[src/source/cluster_defs.svh]
// Build-time configuration of the cluster peripheral subsystem
// Address bits 11:8 pick the peripheral and bits 7:0 are the register offset
// The arbiter is written for a power-of-two master count
`ifndef CLUSTER_DEFS_SVH
`define CLUSTER_DEFS_SVH

// Cores receiving fetch enables and interrupt lines
`define NB_CORES 4
// Four-phase req/ack master ports
`define NB_MASTERS 2
`define PERIPH_ADDR_W 12

// Peripheral map, value of address bits 11:8
`define PER_CTRL_BASE 4'h0
`define PER_TIMER_BASE 4'h1
`define PER_EU_BASE 4'h2

`define BOOT_ADDR_RST 32'h1C00_0000

`endif

[src/source/cluster_ctrl_pkg.sv]
// Types for control unit and event unit registers
// The core mask sits in the low bits of a 32-bit bus word
`default_nettype none

`include "cluster_defs.svh"

package cluster_ctrl_pkg;

  // One bit per core
  typedef logic [`NB_CORES-1:0] core_mask_t;

  // Control unit write word, read as a mask or as a full boot address
  typedef union packed {
    struct packed {
      logic [31-`NB_CORES:0] rsvd;
      core_mask_t            mask;
    } core;
    logic [31:0] boot_addr;
  } ctrl_wdata_u;

  // Bit 0 is the timer event, bits 7:1 come from outside the cluster
  typedef logic [7:0] evt_vec_t;

endpackage

`default_nettype wire

[src/source/periph_bus_pkg.sv]
// Types of the shared single-cycle peripheral bus
// Needs cluster_defs.svh for the address width and master count
`default_nettype none

`include "cluster_defs.svh"

package periph_bus_pkg;

  // Full bus address, select field on top of the register offset
  typedef logic [`PERIPH_ADDR_W-1:0] periph_addr_t;

  typedef logic [31:0] periph_data_t;

  // Index of the master that owns the current access
  typedef logic [$clog2(`NB_MASTERS)-1:0] master_idx_t;

  // Decoded target of an access
  typedef enum logic [1:0] {
    CTRL,
    TIMER,
    EU,
    NONE
  } periph_sel_e;

endpackage

`default_nettype wire

[src/source/cluster_control_unit.sv]
// Fetch enable, boot address and end-of-computation registers
// Offsets 0x0, 0x4 and 0x8, all of them read back
// Other offsets read 0
`timescale 1ns/100ps
`default_nettype none

`include "cluster_defs.svh"

module cluster_control_unit (
  input  logic                         clk_i,
  input  logic                         reset_i,
  input  logic                         sel_i,
  input  logic                         we_i,
  input  logic [7:0]                   offset_i,
  input  periph_bus_pkg::periph_data_t wdata_i,
  output periph_bus_pkg::periph_data_t rdata_o,
  output cluster_ctrl_pkg::core_mask_t fetch_enable_o,
  output periph_bus_pkg::periph_data_t boot_addr_o,
  output logic                         eoc_o
);
  import periph_bus_pkg::*;
  import cluster_ctrl_pkg::*;

  ctrl_wdata_u  wdata_u;
  core_mask_t   fetch_en_q;
  periph_data_t boot_addr_q;
  logic         eoc_q;
  logic         wr_en;

  assign wdata_u = wdata_i;
  assign wr_en   = sel_i && we_i;

  always_ff @(posedge clk_i) begin
    if (reset_i) begin
      fetch_en_q  <= '0;
      boot_addr_q <= `BOOT_ADDR_RST;
      eoc_q       <= 1'b0;
    end else if (wr_en) begin
      case (offset_i)
        8'h00: fetch_en_q  <= wdata_u.core.mask;
        8'h04: boot_addr_q <= wdata_u.boot_addr;
        8'h08: eoc_q       <= wdata_i[0];
        default: ;
      endcase
    end
  end

  always_comb begin
    case (offset_i)
      8'h00:   rdata_o = periph_data_t'(fetch_en_q);
      8'h04:   rdata_o = boot_addr_q;
      8'h08:   rdata_o = periph_data_t'(eoc_q);
      default: rdata_o = '0;
    endcase
  end

  assign fetch_enable_o = fetch_en_q;
  assign boot_addr_o    = boot_addr_q;
  assign eoc_o          = eoc_q;

endmodule

`default_nettype wire

[src/source/cluster_periph_top.sv]
// Cluster peripheral subsystem, arbiter in front of the peripherals
// Masters follow the four-phase req/ack rule described in the arbiter
`timescale 1ns/100ps
`default_nettype none

`include "cluster_defs.svh"

module cluster_periph_top (
  input  logic                                           clk_i,
  input  logic                                           reset_i,
  input  logic [`NB_MASTERS-1:0]                         req_i,
  input  logic [`NB_MASTERS-1:0]                         we_i,
  input  periph_bus_pkg::periph_addr_t [`NB_MASTERS-1:0] addr_i,
  input  periph_bus_pkg::periph_data_t [`NB_MASTERS-1:0] wdata_i,
  output logic [`NB_MASTERS-1:0]                         ack_o,
  output periph_bus_pkg::periph_data_t [`NB_MASTERS-1:0] rdata_o,
  input  logic [6:0]                                     evt_i,
  output cluster_ctrl_pkg::core_mask_t                   fetch_enable_o,
  output periph_bus_pkg::periph_data_t                   boot_addr_o,
  output logic                                           eoc_o,
  output cluster_ctrl_pkg::core_mask_t                   irq_o
);
  import periph_bus_pkg::*;

  // Shared single-cycle bus
  logic         bus_req;
  logic         bus_we;
  periph_addr_t bus_addr;
  periph_data_t bus_wdata;
  periph_data_t bus_rdata;

  periph_bus_arbiter u_arb (
    .clk_i       (clk_i),
    .reset_i     (reset_i),
    .req_i       (req_i),
    .we_i        (we_i),
    .addr_i      (addr_i),
    .wdata_i     (wdata_i),
    .ack_o       (ack_o),
    .rdata_o     (rdata_o),
    .bus_req_o   (bus_req),
    .bus_we_o    (bus_we),
    .bus_addr_o  (bus_addr),
    .bus_wdata_o (bus_wdata),
    .bus_rdata_i (bus_rdata)
  );

  cluster_peripherals u_periph (
    .clk_i          (clk_i),
    .reset_i        (reset_i),
    .bus_req_i      (bus_req),
    .bus_we_i       (bus_we),
    .bus_addr_i     (bus_addr),
    .bus_wdata_i    (bus_wdata),
    .bus_rdata_o    (bus_rdata),
    .evt_i          (evt_i),
    .fetch_enable_o (fetch_enable_o),
    .boot_addr_o    (boot_addr_o),
    .eoc_o          (eoc_o),
    .irq_o          (irq_o)
  );

endmodule

`default_nettype wire

[src/source/cluster_peripherals.sv]
// Address decode and read mux for the three cluster peripherals
// Every peripheral answers in the cycle of the access
// Unmapped addresses read 0 and ignore writes
`timescale 1ns/100ps
`default_nettype none

`include "cluster_defs.svh"

module cluster_peripherals (
  input  logic                         clk_i,
  input  logic                         reset_i,
  input  logic                         bus_req_i,
  input  logic                         bus_we_i,
  input  periph_bus_pkg::periph_addr_t bus_addr_i,
  input  periph_bus_pkg::periph_data_t bus_wdata_i,
  output periph_bus_pkg::periph_data_t bus_rdata_o,
  input  logic [6:0]                   evt_i,
  output cluster_ctrl_pkg::core_mask_t fetch_enable_o,
  output periph_bus_pkg::periph_data_t boot_addr_o,
  output logic                         eoc_o,
  output cluster_ctrl_pkg::core_mask_t irq_o
);
  import periph_bus_pkg::*;
  import cluster_ctrl_pkg::*;

  periph_sel_e  sel;
  logic [7:0]   offset;
  logic         ctrl_sel;
  logic         timer_sel;
  logic         eu_sel;
  periph_data_t ctrl_rdata;
  periph_data_t timer_rdata;
  periph_data_t eu_rdata;
  logic         timer_evt;
  evt_vec_t     evt_vec;

  always_comb begin
    case (bus_addr_i[`PERIPH_ADDR_W-1 -: 4])
      `PER_CTRL_BASE:  sel = CTRL;
      `PER_TIMER_BASE: sel = TIMER;
      `PER_EU_BASE:    sel = EU;
      default:         sel = NONE;
    endcase
  end

  assign offset    = bus_addr_i[7:0];
  assign ctrl_sel  = bus_req_i && (sel == CTRL);
  assign timer_sel = bus_req_i && (sel == TIMER);
  assign eu_sel    = bus_req_i && (sel == EU);

  always_comb begin
    case (sel)
      CTRL:    bus_rdata_o = ctrl_rdata;
      TIMER:   bus_rdata_o = timer_rdata;
      EU:      bus_rdata_o = eu_rdata;
      default: bus_rdata_o = '0;
    endcase
  end

  // Timer event in bit 0, external events above it
  assign evt_vec = {evt_i, timer_evt};

  //**************************************************
  // Control unit
  //**************************************************
  cluster_control_unit u_ctrl (
    .clk_i          (clk_i),
    .reset_i        (reset_i),
    .sel_i          (ctrl_sel),
    .we_i           (bus_we_i),
    .offset_i       (offset),
    .wdata_i        (bus_wdata_i),
    .rdata_o        (ctrl_rdata),
    .fetch_enable_o (fetch_enable_o),
    .boot_addr_o    (boot_addr_o),
    .eoc_o          (eoc_o)
  );

  //**************************************************
  // Timer
  //**************************************************
  cluster_timer u_timer (
    .clk_i       (clk_i),
    .reset_i     (reset_i),
    .sel_i       (timer_sel),
    .we_i        (bus_we_i),
    .offset_i    (offset),
    .wdata_i     (bus_wdata_i),
    .rdata_o     (timer_rdata),
    .timer_evt_o (timer_evt)
  );

  //**************************************************
  // Event unit
  //**************************************************
  event_unit u_eu (
    .clk_i    (clk_i),
    .reset_i  (reset_i),
    .sel_i    (eu_sel),
    .we_i     (bus_we_i),
    .offset_i (offset),
    .wdata_i  (bus_wdata_i),
    .rdata_o  (eu_rdata),
    .evt_i    (evt_vec),
    .irq_o    (irq_o)
  );

endmodule

`default_nettype wire

[src/source/cluster_timer.sv]
// 32-bit cluster timer counting clk_i cycles
// On a compare match the count wraps to 0 and the event pulses next cycle
// A compare value of 0 with the timer enabled fires every cycle
`timescale 1ns/100ps
`default_nettype none

module cluster_timer (
  input  logic                         clk_i,
  input  logic                         reset_i,
  input  logic                         sel_i,
  input  logic                         we_i,
  input  logic [7:0]                   offset_i,
  input  periph_bus_pkg::periph_data_t wdata_i,
  output periph_bus_pkg::periph_data_t rdata_o,
  output logic                         timer_evt_o
);
  import periph_bus_pkg::*;

  logic         enable_q;
  periph_data_t count_q;
  periph_data_t cmp_q;
  logic         evt_q;
  logic         match;
  logic         wr_en;

  assign wr_en = sel_i && we_i;
  assign match = enable_q && (count_q == cmp_q);

  always_ff @(posedge clk_i) begin
    if (reset_i) begin
      enable_q <= 1'b0;
      count_q  <= '0;
      cmp_q    <= '0;
      evt_q    <= 1'b0;
    end else begin
      evt_q <= match;
      // Software write to the count wins over counting
      if (wr_en && offset_i == 8'h04) begin
        count_q <= wdata_i;
      end else if (match) begin
        count_q <= '0;
      end else if (enable_q) begin
        count_q <= count_q + 32'd1;
      end
      if (wr_en && offset_i == 8'h00) begin
        enable_q <= wdata_i[0];
      end
      if (wr_en && offset_i == 8'h08) begin
        cmp_q <= wdata_i;
      end
    end
  end

  always_comb begin
    case (offset_i)
      8'h00:   rdata_o = periph_data_t'(enable_q);
      8'h04:   rdata_o = count_q;
      8'h08:   rdata_o = cmp_q;
      default: rdata_o = '0;
    endcase
  end

  assign timer_evt_o = evt_q;

endmodule

`default_nettype wire

[src/source/event_unit.sv]
// Pending event latch with one 8-bit mask per core
// Pending at 0x00 is write-1-to-clear, core masks at 0x10 + 4 * core
// An event in the cycle of its clear stays pending
`timescale 1ns/100ps
`default_nettype none

`include "cluster_defs.svh"

module event_unit (
  input  logic                         clk_i,
  input  logic                         reset_i,
  input  logic                         sel_i,
  input  logic                         we_i,
  input  logic [7:0]                   offset_i,
  input  periph_bus_pkg::periph_data_t wdata_i,
  output periph_bus_pkg::periph_data_t rdata_o,
  input  cluster_ctrl_pkg::evt_vec_t   evt_i,
  output cluster_ctrl_pkg::core_mask_t irq_o
);
  import periph_bus_pkg::*;
  import cluster_ctrl_pkg::*;

  evt_vec_t                 pending_q;
  evt_vec_t [`NB_CORES-1:0] mask_q;
  core_mask_t               irq_q;
  evt_vec_t                 clr;
  logic                     wr_en;

  assign wr_en = sel_i && we_i;
  assign clr   = (wr_en && offset_i == 8'h00) ? wdata_i[7:0] : '0;

  always_ff @(posedge clk_i) begin
    if (reset_i) begin
      pending_q <= '0;
      mask_q    <= '0;
      irq_q     <= '0;
    end else begin
      pending_q <= (pending_q & ~clr) | evt_i;
      for (int c = 0; c < `NB_CORES; c++) begin
        if (wr_en && offset_i == 8'(8'h10 + 4 * c)) begin
          mask_q[c] <= wdata_i[7:0];
        end
        // One register stage from pending and mask to the line
        irq_q[c] <= |(pending_q & mask_q[c]);
      end
    end
  end

  //**************************************************
  // Register read
  //**************************************************
  always_comb begin
    rdata_o = '0;
    if (offset_i == 8'h00) begin
      rdata_o = periph_data_t'(pending_q);
    end
    for (int c = 0; c < `NB_CORES; c++) begin
      if (offset_i == 8'(8'h10 + 4 * c)) begin
        rdata_o = periph_data_t'(mask_q[c]);
      end
    end
  end

  assign irq_o = irq_q;

endmodule

`default_nettype wire

[src/source/periph_bus_arbiter.sv]
// Round-robin arbiter from four-phase req/ack masters onto the single-cycle bus
// Master fields must stay stable while req is high
// The granted master holds the bus until it drops req after ack
`timescale 1ns/100ps
`default_nettype none

`include "cluster_defs.svh"

module periph_bus_arbiter (
  input  logic                                           clk_i,
  input  logic                                           reset_i,
  input  logic [`NB_MASTERS-1:0]                         req_i,
  input  logic [`NB_MASTERS-1:0]                         we_i,
  input  periph_bus_pkg::periph_addr_t [`NB_MASTERS-1:0] addr_i,
  input  periph_bus_pkg::periph_data_t [`NB_MASTERS-1:0] wdata_i,
  output logic [`NB_MASTERS-1:0]                         ack_o,
  output periph_bus_pkg::periph_data_t [`NB_MASTERS-1:0] rdata_o,
  output logic                                           bus_req_o,
  output logic                                           bus_we_o,
  output periph_bus_pkg::periph_addr_t                   bus_addr_o,
  output periph_bus_pkg::periph_data_t                   bus_wdata_o,
  input  periph_bus_pkg::periph_data_t                   bus_rdata_i
);
  import periph_bus_pkg::*;

  typedef enum logic [1:0] {
    ARB_IDLE,
    ARB_ACCESS,
    ARB_ACK_WAIT
  } arb_state_e;

  arb_state_e                     state_q;
  logic [`NB_MASTERS-1:0]         req_q;
  logic [`NB_MASTERS-1:0]         ack_q;
  master_idx_t                    prio_q;
  master_idx_t                    grant_q;
  master_idx_t                    win_idx;
  logic                           win_vld;
  logic                           we_q;
  periph_addr_t                   addr_q;
  periph_data_t                   wdata_q;
  periph_data_t [`NB_MASTERS-1:0] rdata_q;

  // Search from the priority pointer, the pointer itself wins last
  always_comb begin
    win_idx = prio_q;
    win_vld = 1'b0;
    for (int k = `NB_MASTERS-1; k >= 0; k--) begin
      if (req_q[(int'(prio_q) + k) % `NB_MASTERS]) begin
        win_idx = master_idx_t'((int'(prio_q) + k) % `NB_MASTERS);
        win_vld = 1'b1;
      end
    end
  end

  //**************************************************
  // Access FSM
  //**************************************************
  always_ff @(posedge clk_i) begin
    if (reset_i) begin
      state_q <= ARB_IDLE;
      req_q   <= '0;
      ack_q   <= '0;
      prio_q  <= '0;
      grant_q <= '0;
    end else begin
      req_q <= req_i;
      case (state_q)
        ARB_IDLE: begin
          if (win_vld) begin
            grant_q <= win_idx;
            prio_q  <= master_idx_t'((int'(win_idx) + 1) % `NB_MASTERS);
            state_q <= ARB_ACCESS;
          end
        end
        ARB_ACCESS: begin
          ack_q[grant_q] <= 1'b1;
          state_q        <= ARB_ACK_WAIT;
        end
        ARB_ACK_WAIT: begin
          // Bus stays blocked until this master releases req
          if (!req_i[grant_q]) begin
            ack_q[grant_q] <= 1'b0;
            state_q        <= ARB_IDLE;
          end
        end
        default: state_q <= ARB_IDLE;
      endcase
    end
  end

  // Request fields latched at grant, read data at the end of the access
  always_ff @(posedge clk_i) begin
    if (state_q == ARB_IDLE && win_vld) begin
      we_q    <= we_i[win_idx];
      addr_q  <= addr_i[win_idx];
      wdata_q <= wdata_i[win_idx];
    end
    if (state_q == ARB_ACCESS) begin
      rdata_q[grant_q] <= bus_rdata_i;
    end
  end

  assign bus_req_o   = (state_q == ARB_ACCESS);
  assign bus_we_o    = we_q;
  assign bus_addr_o  = addr_q;
  assign bus_wdata_o = wdata_q;
  assign ack_o       = ack_q;
  assign rdata_o     = rdata_q;

endmodule

`default_nettype wire

[config.mk]
export PLATFORM = sky130hd
export DESIGN_NAME = cluster_periph_top
export DESIGN_NICKNAME = d
export VERILOG_FILES = /design/src/source/cluster_ctrl_pkg.sv /design/src/source/periph_bus_pkg.sv /design/src/source/cluster_control_unit.sv /design/src/source/cluster_periph_top.sv /design/src/source/cluster_peripherals.sv /design/src/source/cluster_timer.sv /design/src/source/event_unit.sv /design/src/source/periph_bus_arbiter.sv
export VERILOG_INCLUDE_DIRS = /design/src /design/src/source
export SDC_FILE = /design/constraint.sdc
export NUM_CORES = 1
export LEC_CHECK = 0
export ABC_AREA = 1
export BUFFER_PORTS_ARGS = -buffer_cell sky130_fd_sc_hd__buf_4
export CAP_MARGIN = 20
export CORE_MARGIN = 2
export CORE_UTILIZATION = 49
export CTS_BUF_LIST = sky130_fd_sc_hd__clkbuf_2 sky130_fd_sc_hd__clkbuf_4 sky130_fd_sc_hd__clkbuf_8
export CTS_CLUSTER_DIAMETER = 150
export DETAILED_ROUTE_END_ITERATION = 8
export PLACE_DENSITY = 0.73
export SLEW_MARGIN = 20
export SYNTH_ARGS = -nofsm -noshare
export SYNTH_HDL_FRONTEND = slang
export SYNTH_SLANG_ARGS = --single-unit
[constraint.sdc]
create_clock -name clk_i -period 2.4 [get_ports clk_i]
set_input_delay 0.12 -clock clk_i [delete_from_list [all_inputs] [get_ports clk_i]]
set_output_delay 0.12 -clock clk_i [all_outputs]
set_load 0.02 [all_outputs]
### Word level (Yosys, flattened, before mapping)

Index checks and enable logic that the tools add are counted.

* bits in registers: 264
* input port bits: 101
* logic and storage cells: 130

* add/sub/neg operators: 3
* $lt $le $gt $ge: 5
* eq/ne operators: 15
* multiplexer cells: 40
* bitwise logic cells: 11
* reduce and logical (&&, ||, !) cells: 33

Operator list (count)
* $mux W32: 10
* $pmux W32 S3: 3
* $bwmux W64: 1
* $and A8 B8 Y8: 5
* $add A32 B1 Y32 const B: 1
* $demux W32 S1: 1
* $eq A32 B32 Y1: 1
* $eq A8 B5 Y1 const B: 4
* $reduce_or A8 Y1: 4
* $mux W12: 2
* $logic_and A1 B1 Y1: 17
* $mux W8: 2
* $mux W1: 14
* $pmux W2 S3: 2
* $reduce_and A2 Y1: 6
* $eq A8 B3 Y1 const B: 1
* $eq A8 B4 Y1 const B: 1
* $logic_not A8 Y1: 1
* $not A8 Y8: 1
* $or A8 B8 Y8: 1
* $lt A1 B2 Y1 const B: 3
* $mux W2: 3
* $eq A2 B1 Y1 const B: 2
* $eq A2 B2 Y1 const B: 2
* other kinds (17): 19

### Longest topological paths before layout

Gate-level depths: netlist of the first run.

* depth after elaboration: 10
* gate-level depth with buffers: 13
* depth with buffers taken out: 12

### Cells and area by module

A second synthesis of the first run with hierarchy kept.

* cell total of the unflattened synthesis: 1972
* area, all modules: 14711.6 µm²

By module, submodules not included
* cluster_timer: times used 1, cells an instance 818, area each 4813.4 µm²
* periph_bus_arbiter: times used 1, cells an instance 303, area each 4464.3 µm²
* event_unit: times used 1, cells an instance 371, area each 2499.9 µm²
* cluster_control_unit: times used 1, cells an instance 320, area each 1949.4 µm²
* cluster_peripherals: times used 1, cells an instance 160, area each 984.7 µm²

### Least setup slack after synthesis of the first run

Ideal clock, no wire load.

* path type: reg2reg
* from: register u_arb.state_q[1]
* to: register u_arb.rdata_q, in the netlist u_arb.rdata_o[0] (enable)
* setup time: 422 ps
* data arrival time: 1849 ps
* path slack: 129 ps
* stages on the path, launching flop included: 4
* path buffers: 0
* clock period less this slack: 2271 ps
* path through: dfxtp_1 > inv_1 > nand2_1 > nor2_1

* longest elaborated chain between the ends: 1

RTL lines
* from (decl): line periph_bus_arbiter.sv:32 `arb_state_e state_q;`
* from (signal assigned): line periph_bus_arbiter.sv:61 `state_q <= ARB_IDLE;`
* from (signal assigned): line periph_bus_arbiter.sv:73 `state_q <= ARB_ACCESS;`
* from (signal assigned): line periph_bus_arbiter.sv:78 `state_q <= ARB_ACK_WAIT;`
* $eq A2 B1 Y1: line periph_bus_arbiter.sv:99 `if (state_q == ARB_ACCESS) begin`
* to (signal, indexed assignment): line periph_bus_arbiter.sv:100 `rdata_q[grant_q] <= bus_rdata_i;`
* to (decl): line periph_bus_arbiter.sv:42 `` periph_data_t [`NB_MASTERS-1:0] rdata_q; ``

Every way passes these cells.
A chain may end at the register's enable or synchronous reset.

### Final worst setup path of the first run

* from: register u_arb.req_q[1]
* to: register u_arb.addr_q[8], in the netlist u_arb.bus_addr_o[8] (data pin)

* longest elaborated chain between the ends: 7
* elaborated cells on any way between the ends: 9
* classes of those cells: mux (9)

RTL lines
* from (decl): line periph_bus_arbiter.sv:33 `` logic [`NB_MASTERS-1:0] req_q; ``
* from (signal assigned): line periph_bus_arbiter.sv:67 `req_q <= req_i;`
* $mux W1 (4 in series): line periph_bus_arbiter.sv:49 `` if (req_q[(int'(prio_q) + k) % `NB_MASTERS]) begin ``
* $mux W1 *: line periph_bus_arbiter.sv:49
* $mux W12 (implied by the code) * (2 in series): line periph_bus_arbiter.sv:96 `addr_q <= addr_i[win_idx];`
* to (signal assigned): line periph_bus_arbiter.sv:96
* to (decl): line periph_bus_arbiter.sv:40 `periph_addr_t addr_q;`

Every way passes the cells marked *; elsewhere a longest branch is shown, timed or not. The select of a mux whose other input is x is not followed.

==> results of run 1 <==
-- final timing paths --
path	start	endpoint	slack, ps	depth (start not counted)
min	reset_i	u_arb.req_q[1]	290	3
min reg2reg	u_periph.u_ctrl.boot_addr_o[25]	u_periph.u_ctrl.boot_addr_o[25]	470	2
max	u_arb.req_q[1]	u_arb.bus_addr_o[8]	150	6
max reg2reg	u_arb.req_q[1]	u_arb.bus_addr_o[8]	150	6
-- cells by family (layout without fill, tap and decap cells) --
logic type | Yosys count | in the layout | synth area share [%]
buf+inv | 278 | 615 | 8.675
flops | 264 | 264 | 49.45
simple gates | 730 | 730 | 23.76
other cells | 0 | 1 | 0
compound gates | 381 | 382 | 16.46
fa+ha+maj | 1 | 1 | 0.09702
xor+xnor | 23 | 23 | 1.562
-- layout by cell type, fill, tap and decap left out, types with 3 or more instances in the layout --
cell type	instances
nand2_1	471
buf_4	227
inv_1	194
dfxtp_1	155
o21ai_0	148
a21oi_1	136
nor2_1	130
edfxtp_1	109
dlygate4sd3_1	99
nand3_1	55
clkbuf_8	50
nand4_1	38
o22ai_1	34
a211oi_1	17
clkbuf_4	16
xnor2_1	15
a22o_1	12
clkinv_1	10
inv_2	9
nor2_4	8
and2_1	8
a221oi_1	8
xor2_1	8
o211ai_1	6
o21ai_1	6
nand2_2	5
nor3_1	5
nor2_2	4
a22oi_1	4
buf_12	4
a21o_1	3
o21bai_1	3
clkinv_2	3
-- repair_timing --
action                                 in CTS  in global routing
endpoints found under the hold margin      55                  0
setup endpoints to repair                  40                  0
hold buffers                               99                  0
-- worst min-delay path: stages --
cell and delay [ps]:
buf_4 110, buf_4 380, nor2_1 180
-- per-stage QoR --
step / setup TNS (ps) / setup slack (ps) / power (uW) / area [um^2]
floorplan: 0 / 128.6 / 5349 / 12890
global placement: 0 / 0.6897 / 5716 / 14780
detailed placement: -44.97 / -13.66 / 5733 / 14780
CTS: 0 / 233.8 / 9983 / 16690
global route: 0 / 2.228 / 10310 / 16700
finish: 0 / 149.0 / 10000 / 16700
-- area by class of cell --
cell class                 count  area share, %
multi-input combinational   1136          32.54
sequential                   264          38.19
antenna                        1        0.01499
inverter                     207          4.653
clock inverter                12         0.6294
clock buffer                  66          4.841
timing repair buffer         330          16.62
tap                          335          2.510
-- per-layer routing --
| metal | wire length, um | global-route usage (%) | part of all wire [%] |
|---|---|---|---|
| met5 | 0 | 0 | 0 |
| met4 | 1105 | 8.921 | 2.5 |
| met3 | 4746 | 7.698 | 11 |
| met2 | 19420 | 48.57 | 44 |
| met1 | 18530 | 42.00 | 42 |
-- flip-flops by register name (all words and copies together), names as in the netlist, 4 cells and up, named ones only --
register	flops
u_arb.rdata_o	64
u_arb.bus_wdata_o	32
u_periph.u_ctrl.boot_addr_o	32
u_periph.u_eu.mask_q	32
u_periph.u_timer.cmp_q	32
u_periph.u_timer.count_q	32
u_arb.bus_addr_o	12
u_periph.u_eu.pending_q	8
u_periph.u_ctrl.fetch_enable_o	4
u_periph.u_eu.irq_o	4
-- where the power goes --
group / leakage (uW) / internal, uW / switching, uW
registers: 0.00223 / 4840 / 122
logic: 0.00426 / 355 / 499
clock network: 0.000483 / 2360 / 1820
total: 0.00698 / 7550 / 2450
==> summary.md, run 1 <==
| Metric | Value |
|---|---|
| PostCTS Resize Cnt | `0` |
| CP max stage cell | `inv_2` |
| Final #Nets | `2084` |
| Number of flops mapped to enable cells by yosys | `109` |
| # DRC | `0` |
| Top post-synthesis cells by count | `471 x nand2_1, 194 x inv_1, 155 x dfxtp_1` |
| Relative slew slack | `26.22%` |
| Port buffer count | `207` |
| Fin util | `64.44%` |
| Clock Skew | `23.91 ps` |
| Ys async rst share | `0%` |
| Initial Util | `49.76%` |
| Leakage Power | `0.006976 uW` |
| CTS tree | `built` |
| Avg Inst Size Synth | `7.689 um^2` |
| Status | `completed` |
| DP Cell Count | `2172` |
| All-Layer GR Usage | `30.71%` |
| Top cells by area, synth | `edfxtp_1 25%, dfxtp_1 24%, nand2_1 14%` |
| Fmax | `444.3 MHz` |
| DR vias | `12972` |
| Final hold slack | `294.1 ps` |
| Share of layout cells above drive strength 1 | `16.77%` |
| Min-delay worst type | `in -> reg` |
| Worst-path clk slew | `70 ps` |
| Worst path cell trace | `nand2_1, nand2_1, o21ai_4, inv_2, nand2_1, nand2_1` |
| Number of global-route vias before repair | `12520` |
| Max H-tree Level | `2` |
| Sequential share of the synthesized area | `49.45%` |
| Final hold vios | `0` |
| Synth Net Count | `1779` |
| Most used DFF post-synth | `dfxtp_1` |
| First-pass GRT wire length | `67660 um` |
| Pins Over Slew Limit | `0` |
| Placer Congestion | `0.9752` |
| Fillers | `2192` |
| Most frequent cell after synthesis | `nand2_1` |
| Standard-cell row count | `59` |
| Final Setup Violations | `0` |
| Crit path DAT | `2660 ps` |
| Crit path buffers/inverters | `1` |
| Starting DRC count in detailed routing | `1329` |
| Mapped Cells | `1677` |
| Unrepaired setup endpoints after global routing | `false` |
| Power Density | `598.9 nW/um^2` |
| Post-synth top area share | `25.39%` |
| Worst endpoint required time | `2810 ps` |
| Worst slew pin tran | `1107 ps` |
| Max cap viols | `0` |
| Via density | `5.518` |
| Largest net degree at the start of global routing | `81` |
| Peak VDD IR | `0.5283 mV` |
| Worst path top cell family by delay | `buffers and inverters` |
| Yosys reg bits | `264` |
| Multi-input logic area | `5434 um^2` |
| Total grt overflow | `0` |
| Die X | `166.2 um` |
| Final critical-path share of the clock period | `93.79%` |
| Max incr delay on CP | `660 ps` |
| Chip Height | `166.2 um` |
| Post-DRT Antenna Nets | `0` |
| Pre-antenna DRT Iters | `5` |
| Clock latency on the worst-skew pair | `550 ps` |
| FF+latch area | `6376 um^2` |
| Worst Setup End Kind | `register` |
| Core Region | `25910 um^2` |
| Setup Buffers After CTS | `0` |
| Crit path time final | `2251 ps` |
| Max FO, Critical Path | `46` |
| Clock sink count | `264` |
| Yosys cell types | `41` |
| Layout area overhead | `29.50%` |
| Largest area contributor in the netlist | `edfxtp_1` |
| Root Buffer | `clkbuf_8` |
| Synth warnings | `0` |
| Die Area | `27630 um^2` |
| Num CTS Buffers | `43` |
| CTS max path bufs | `3` |
| Ports | `208` |
| Non-Filler Instances | `2351` |
| Synthesized cell area | `12890 um^2` |
| Final wirelength | `43790 um` |
| CP dominant cell by count | `nand2_1` |
| Wirelength per Cell | `18.63 um` |
| DP HPWL | `29110 um` |
| Startpoint type of the worst setup path | `register` |
| Setup CP Type | `reg -> reg` |
| Antenna violations before repair | `1` |
(Power assumes the default switching activity.)
==> run 2, diff against run 1 <==
--- a/config.mk
+++ b/config.mk
@@ -10,11 +10,11 @@
 export BUFFER_PORTS_ARGS = -buffer_cell sky130_fd_sc_hd__buf_4
 export CAP_MARGIN = 20
 export CORE_MARGIN = 2
-export CORE_UTILIZATION = 49
+export CORE_UTILIZATION = 45
 export CTS_BUF_LIST = sky130_fd_sc_hd__clkbuf_2 sky130_fd_sc_hd__clkbuf_4 sky130_fd_sc_hd__clkbuf_8
 export CTS_CLUSTER_DIAMETER = 150
 export DETAILED_ROUTE_END_ITERATION = 8
-export PLACE_DENSITY = 0.73
+export PLACE_DENSITY = 0.68
 export SLEW_MARGIN = 20
 export SYNTH_ARGS = -nofsm -noshare
 export SYNTH_HDL_FRONTEND = slang
==> run 2 against run 1 <==
Core utilization fell by 4.4 points. Non-clock buffer count rose by 3. Critical path depth up 5. Largest power group unchanged. Power increased by 1.8%. Clock skew grew 3.2 ps. Combinational power is 2% lower. Via count shrank 2.4%. First-iteration DRC count decreased by 12%.
==> summary.md, run 2 (same netlist as run 1, synthesis figures left out) <==
| Metric | Value |
|---|---|
| Status | `completed` |
| CTS tree | `built` |
| Layout area overhead | `30.45%` |
| Largest net degree at the start of global routing | `81 (unchanged)` |
| NetSw | `2432 uW (-0.56%)` |
| Clk pwr share | `42.9% (+1.1 points)` |
| Crit path time final | `2287 ps (+35.71 ps)` |
| Number of global-route vias before repair | `12018 (-4.0%)` |
| Die X | `173.3 um (+4.2%)` |
| Pre-antenna DRT Iters | `6 (+1)` |
| Starting DRC count in detailed routing | `1166 (-12%)` |
| Final hold vios | `0 (unchanged)` |
| Fmax | `437.3 MHz (-1.6%)` |
| Clock sink count | `264 (unchanged)` |
| Worst Setup End Kind | `register` |
| Setup ws final | `113.3 ps (-35.71 ps)` |
| DP HPWL | `30460 um (+4.6%)` |
| Core Region | `28010 um^2 (+8.1%)` |
| Share of layout cells above drive strength 1 | `17.14% (+0.36 points)` |
| Worst endpoint required time | `2810 ps (about the same)` |
| Commonest non-fill, non-tap cells in the layout | `471 x nand2_1, 230 x buf_4, 194 x inv_1` |
| DR vias | `12658 (-2.4%)` |
| Initial Util | `46.03% (-3.7 points)` |
| Combinational power share | `8.3% (-0.2 points)` |
| CTS max path bufs | `3 (unchanged)` |
| Ports | `208 (unchanged)` |
| Via density | `5.281 (-4.3%)` |
| Flop pwr share | `48.8% (-0.8 points)` |
| Worst hold path depth | `4 (+1)` |
| Final critical-path share of the clock period | `95.28% (+1.5 points)` |
| Fillers | `2430 (+11%)` |
| Sw Ratio | `23.89% (-0.57 points)` |
| Max cap viols | `0 (unchanged)` |
| Clock latency on the worst-skew pair | `560 ps (about the same)` |
| Post-DRT Antenna Nets | `0 (unchanged)` |
| Port buffer count | `207 (unchanged)` |
| Pins Over Slew Limit | `0 (unchanged)` |
| Final Setup Violations | `0 (unchanged)` |
| Root Buffer | `clkbuf_8` |
| Worst reg2reg path depth | `11 (+5)` |
| Power Density | `605.2 nW/um^2 (+1.0%)` |
| Final wirelength | `43490 um (-0.69%)` |
| Ant diodes | `0 (-1)` |
| Worst Hold End | `u_arb.req_q[0]` |
| Int Pwr | `7748 uW (+2.6%)` |
| Clock Skew | `27.11 ps (+3.196 ps)` |
| Total grt overflow | `0 (unchanged)` |
| Die Area | `30020 um^2 (+8.7%)` |
| Leakage Power | `0.007026 uW (+0.72%)` |
| R2R Path Start | `u_arb.bus_addr_o[1]` |
| Setup CP Type | `reg -> reg` |
| Min-delay worst type | `in -> reg` |
| Final #Nets | `2088 (+0.19%)` |
| Hold wc startpoint | `req_i[0]` |
| Antenna violations before repair | `1 (unchanged)` |
| All-Layer GR Usage | `28.34% (-2.4 points)` |
| Dpl ws | `52.97 ps (+66.63 ps)` |
| Placer Congestion | `0.9433 (-3.3%)` |
| Unrepaired setup endpoints after global routing | `true` |
| Num CTS Buffers | `45 (+4.7%)` |
| Startpoint type of the worst setup path | `register` |
| Wirelength per Cell | `18.14 um (-2.6%)` |
| Critical R2R Capture | `u_arb.rdata_o[32]` |
| Max reg flops | `64 (unchanged)` |
| Crit path DAT | `2700 ps (+40 ps)` |
| Max H-tree Level | `2 (unchanged)` |
| R2R Setup Slk | `110 ps (-40 ps)` |
| Leading cell type in the layout, fill and taps excluded | `nand2_1` |
| Worst-path clk slew | `60 ps (about the same)` |
| Final hold slack | `325.3 ps (+31.25 ps)` |
| Relative slew slack | `42.42% (+16 points)` |
| First-pass GRT wire length | `67090 um (-0.85%)` |
| Setup TNS | `0 ps (unchanged)` |
| # DRC | `0 (unchanged)` |
| Worst slew pin tran | `862.8 ps (-243.7 ps)` |
| Standard-cell row count | `61 (+3.4%)` |
| Max FO, Critical Path | `9 (-80%)` |
| Chip Height | `173.3 um (+4.2%)` |
| Peak VDD IR | `0.3223 mV (-39%)` |
-- run 2: cell types whose count changed in the layout (fill, tap and decap cells not counted), sizes merged --
cell / before / now
buf: 231 / 233
bufinv: 2 / 3
clkbuf: 66 / 69
clkinv: 13 / 11
diode: 1 / 0
dlygate4sd3: 99 / 100
o21ai: 156 / 155
-- run 2: how the worst max path moves through the flow --
stage | slack (ps) | cells past startpoint | start | endpoint
after floorplan | 130 | 3 | u_arb.state_q[1] | u_arb.rdata_o[0]
after global placement | 140 | 5 | u_arb.prio_q | u_arb.prio_q
after detailed placement | 50 | 5 | u_arb.prio_q | u_arb.prio_q
after CTS | 40 | 5 | u_arb.prio_q | u_arb.prio_q
after global routing | -9 | 10 | u_arb.bus_addr_o[3] | u_arb.rdata_o[32]
final | 110 | 11 | u_arb.bus_addr_o[1] | u_arb.rdata_o[32]
-- run 2: power groups by stage --
stage          Clock [uW]  Combinational (uW)  Sequential (uW)
3_3_place_gp            0                 670             5060
3_5_place_dp            0                 680             5060
6_report             4370                 841             4970
2_1_floorplan           0                 296             5050
5_1_grt              4610                 906             4980
4_1_cts              4430                 809             4960
-- run 2: final cells by class --
type	instances	area [um^2]	share of cell area, %
sequential	264	6376	37.91
timing repair buffer	333	2795	16.62
clock buffer	69	837.1	4.977
tap	378	473.0	2.812
multi-input combinational	1135	5425	32.25
clock inverter	11	131.4	0.7811
inverter	207	782.0	4.649
-- run 2: routing by layer --
layer | GRT usage, % | vias up | wire length (um)
li1 | - | 6157 | -
met3 | 5.592 | 70 | 3782
met1 | 40.62 | 5854 | 19710
met2 | 44.08 | 577 | 19160
met5 | 0 | - | 0
met4 | 7.027 | 0 | 840
-- run 2: worst max-delay path: stages, from the launching register on --
cell	delay, ps
edfxtp_1	410
nor2_4	160
nand2_1	90
nor2_1	170
nand2_1	180
clkinv_2	280
nand2_1	90
o21ai_0	90
a21oi_1	70
o21ai_0	370
inv_1	100
nand2_1	110
-- run 2: what timing repair did --
item	4_1_cts	5_1_grt
gates resized for setup	0	3
setup endpoints to repair	0	4
hold endpoints to repair	69	0
buffers inserted	0	0
hold buffers	100	0
-- run 2: through the flow --
stage          cell area (um^2)  util [%]  instances  power, uW
2_1_floorplan             12890         -       1677       5349
3_3_place_gp              14820     52.90       2216       5728
3_5_place_dp              14820     52.90       2216       5738
4_1_cts                   16790     59.93       2396      10200
5_1_grt                   16820     60.05       2397      10500
6_report                  16820     60.05       2397      10180
==> run 3, diff against run 2 <==
--- a/config.mk
+++ b/config.mk
@@ -14,8 +14,9 @@
 export CTS_BUF_LIST = sky130_fd_sc_hd__clkbuf_2 sky130_fd_sc_hd__clkbuf_4 sky130_fd_sc_hd__clkbuf_8
 export CTS_CLUSTER_DIAMETER = 150
 export DETAILED_ROUTE_END_ITERATION = 8
-export PLACE_DENSITY = 0.68
+export PLACE_DENSITY_LB_ADDON = 0.15
 export SLEW_MARGIN = 20
 export SYNTH_ARGS = -nofsm -noshare
 export SYNTH_HDL_FRONTEND = slang
 export SYNTH_SLANG_ARGS = --single-unit
+export TNS_END_PERCENT = 20
==> run 3 against run 2 <==
Combinational power is 1% lower. Power is 1.5% higher. Wire length is 1.1% higher. Final cell count is 0.50% higher. Clock skew is 1.9 ps higher. Design area is 0.60% higher. Global-route usage is 0.33 points higher. Largest power group unchanged. First-iteration DRC count is 11% lower. Count of clock-buffer cells in the layout is 5 lower.
==> summary.md, run 3 (same netlist as run 1, synthesis figures left out) <==
| Metric | Value |
|---|---|
| Status | `completed` |
| Max FO, Critical Path | `12 (+3)` |
| Worst endpoint required time | `2750 ps (-60 ps)` |
| Total grt overflow | `0 (unchanged)` |
| Final critical-path share of the clock period | `90.89% (-4.4 points)` |
| Met3 usage | `5.724% (+0.13 points)` |
| Chip Height | `173.3 um (unchanged)` |
| Startpoint type of the worst setup path | `register` |
| Final wirelength | `43970 um (+1.1%)` |
| Pins Over Slew Limit | `0 (unchanged)` |
| Largest net degree at the start of global routing | `81 (unchanged)` |
| Relative slew slack | `51.48% (+9.1 points)` |
| Fillers | `2526 (+4.0%)` |
| Max reg flops | `64 (unchanged)` |
| Worst path cell trace | `nor2_1, nand2_2, nor2_1, nand2_1, clkinv_1, buf_4, nand2_1, nand3_1, o21ai_0, and2_1, o21bai_1` |
| Port buffer count | `207 (unchanged)` |
| Post-DRT Antenna Nets | `0 (unchanged)` |
| Setup TNS | `0 ps (unchanged)` |
| Crit path time final | `2181 ps (-105.3 ps)` |
| Starting DRC count in detailed routing | `1036 (-11%)` |
| Fin util | `60.41% (+0.36 points)` |
| PostCTS Resize Cnt | `0 (unchanged)` |
| Unrepaired setup endpoints after global routing | `false` |
| Multi-input logic area | `5425 um^2 (unchanged)` |
| Ant diodes | `0 (unchanged)` |
| First-pass GRT wire length | `68330 um (+1.9%)` |
| Via density | `5.288 (+0.14%)` |
| Clock Skew | `29.06 ps (+1.949 ps)` |
| Layout area overhead | `31.24%` |
| Core Region | `28010 um^2 (unchanged)` |
| Setup CP Type | `reg -> reg` |
| Worst-path clk slew | `60 ps (about the same)` |
| Met1 usage | `41.19% (+0.57 points)` |
| CTS max path bufs | `3 (unchanged)` |
| Max incr delay on CP | `380 ps (-30 ps)` |
| Number of global-route vias before repair | `12356 (+2.8%)` |
| CP max stage cell | `edfxtp_1` |
| Crit path DAT | `2540 ps (-160 ps)` |
| Fmax | `458.4 MHz (+4.8%)` |
| Share of layout cells above drive strength 1 | `17.38% (+0.24 points)` |
| Max cap viols | `0 (unchanged)` |
| Standard-cell row count | `61 (unchanged)` |
| Final #Nets | `2097 (+0.43%)` |
| DP HPWL | `30570 um (+0.35%)` |
| Worst Setup End Kind | `register` |
| # DRC | `0 (unchanged)` |
| Antenna violations before repair | `0 (-1)` |
| Leading cell type in the layout, fill and taps excluded | `nand2_1` |
| Min-delay worst type | `in -> reg` |
| Ports | `208 (unchanged)` |
| Commonest non-fill, non-tap cells in the layout | `471 x nand2_1, 241 x buf_4, 194 x inv_1` |
| Peak VDD IR | `0.4493 mV (+39%)` |
| GR Util met2 | `44.37% (+0.28 points)` |
| Worst slew pin tran | `726.8 ps (-136.0 ps)` |
| Final hold vios | `0 (unchanged)` |
| Placer Congestion | `0.9718 (+3.0%)` |
| All-Layer GR Usage | `28.67% (+0.33 points)` |
| Die X | `173.3 um (unchanged)` |
| Wirelength per Cell | `18.25 um (+0.60%)` |
| Leakage Power | `0.007078 uW (+0.73%)` |
| CTS tree | `built` |
| Power Density | `610.8 nW/um^2 (+0.92%)` |
| Initial Util | `46.03% (unchanged)` |
| Gr busiest metal | `met2` |
| Final Power | `10330 uW (+1.5%)` |
| Num CTS Buffers | `44 (-2.2%)` |
| Clock sink count | `264 (unchanged)` |
| Clock latency on the worst-skew pair | `570 ps (about the same)` |
| FF+latch area | `6376 um^2 (unchanged)` |
| Max H-tree Level | `2 (unchanged)` |
| DR vias | `12739 (+0.64%)` |
| Pre-antenna DRT Iters | `7 (+1)` |
| Final Setup Violations | `0 (unchanged)` |
| Die Area | `30020 um^2 (unchanged)` |
| Root Buffer | `clkbuf_8` |
## run 3: power breakdown
| part | switching (uW) | total, uW | internal (uW) | leakage (uW) |
|---|---|---|---|---|
| clock network | 1900 | 4540 | 2640 | 0.000521 |
| registers | 127 | 4970 | 4840 | 0.00223 |
| logic | 471 | 832 | 361 | 0.00433 |
## run 3: worst paths after layout
path	startpoint	to	slack (ps)	cells past startpoint
worst max-delay path	u_arb.bus_addr_o[5]	u_arb.rdata_o[33]	220	11
worst min-delay path	req_i[0]	u_arb.req_q[0]	330	4
worst max register to register	u_arb.bus_addr_o[5]	u_arb.rdata_o[33]	220	11
worst min register to register	u_periph.u_ctrl.boot_addr_o[18]	u_periph.u_ctrl.boot_addr_o[18]	470	2
## run 3: repair_timing
| action | 4_1_cts | 5_1_grt |
|---|---|---|
| hold buffers | 100 | 0 |
| setup buffers | 0 | 0 |
| endpoints found under the hold margin | 64 | 0 |
## run 3: worst max-delay path, delay by kind of cell (launching register included)
kind,cells,cell delay (ps)
AOI/OAI and AO/OA,2,330
buffers and inverters,2,380
DFF,1,380
and+or+nand+nor,7,880
## run 3: final cells by class
cell class / instances / share of cell area [%]
Timing Repair Buffer: 343 / 16.89
Clock buffer: 64 / 4.836
Tap cell: 378 / 2.795
Inverter: 207 / 4.592
Multi-Input combinational cell: 1135 / 32.06
Clock inverter: 18 / 1.146
Sequential cell: 264 / 37.68
## run 3: stage by stage
step	hold WS [ps]	setup slack (ps)	instances	area, um^2
global placement	339.7	112.3	2226	14880
CTS	293.0	46.30	2408	16890
finish	332.4	218.6	2409	16920
floorplan	227.0	128.6	1677	12890
global route	375.7	3.537	2409	16920
detailed placement	345.5	58.11	2226	14880
## run 3: layer usage
layer / vias to the layer above / routed length [um]
met1: 5958 / 20480
met3: 65 / 3563
met5: - / 0
li1: 6192 / -
met2: 524 / 19140
met4: 0 / 792
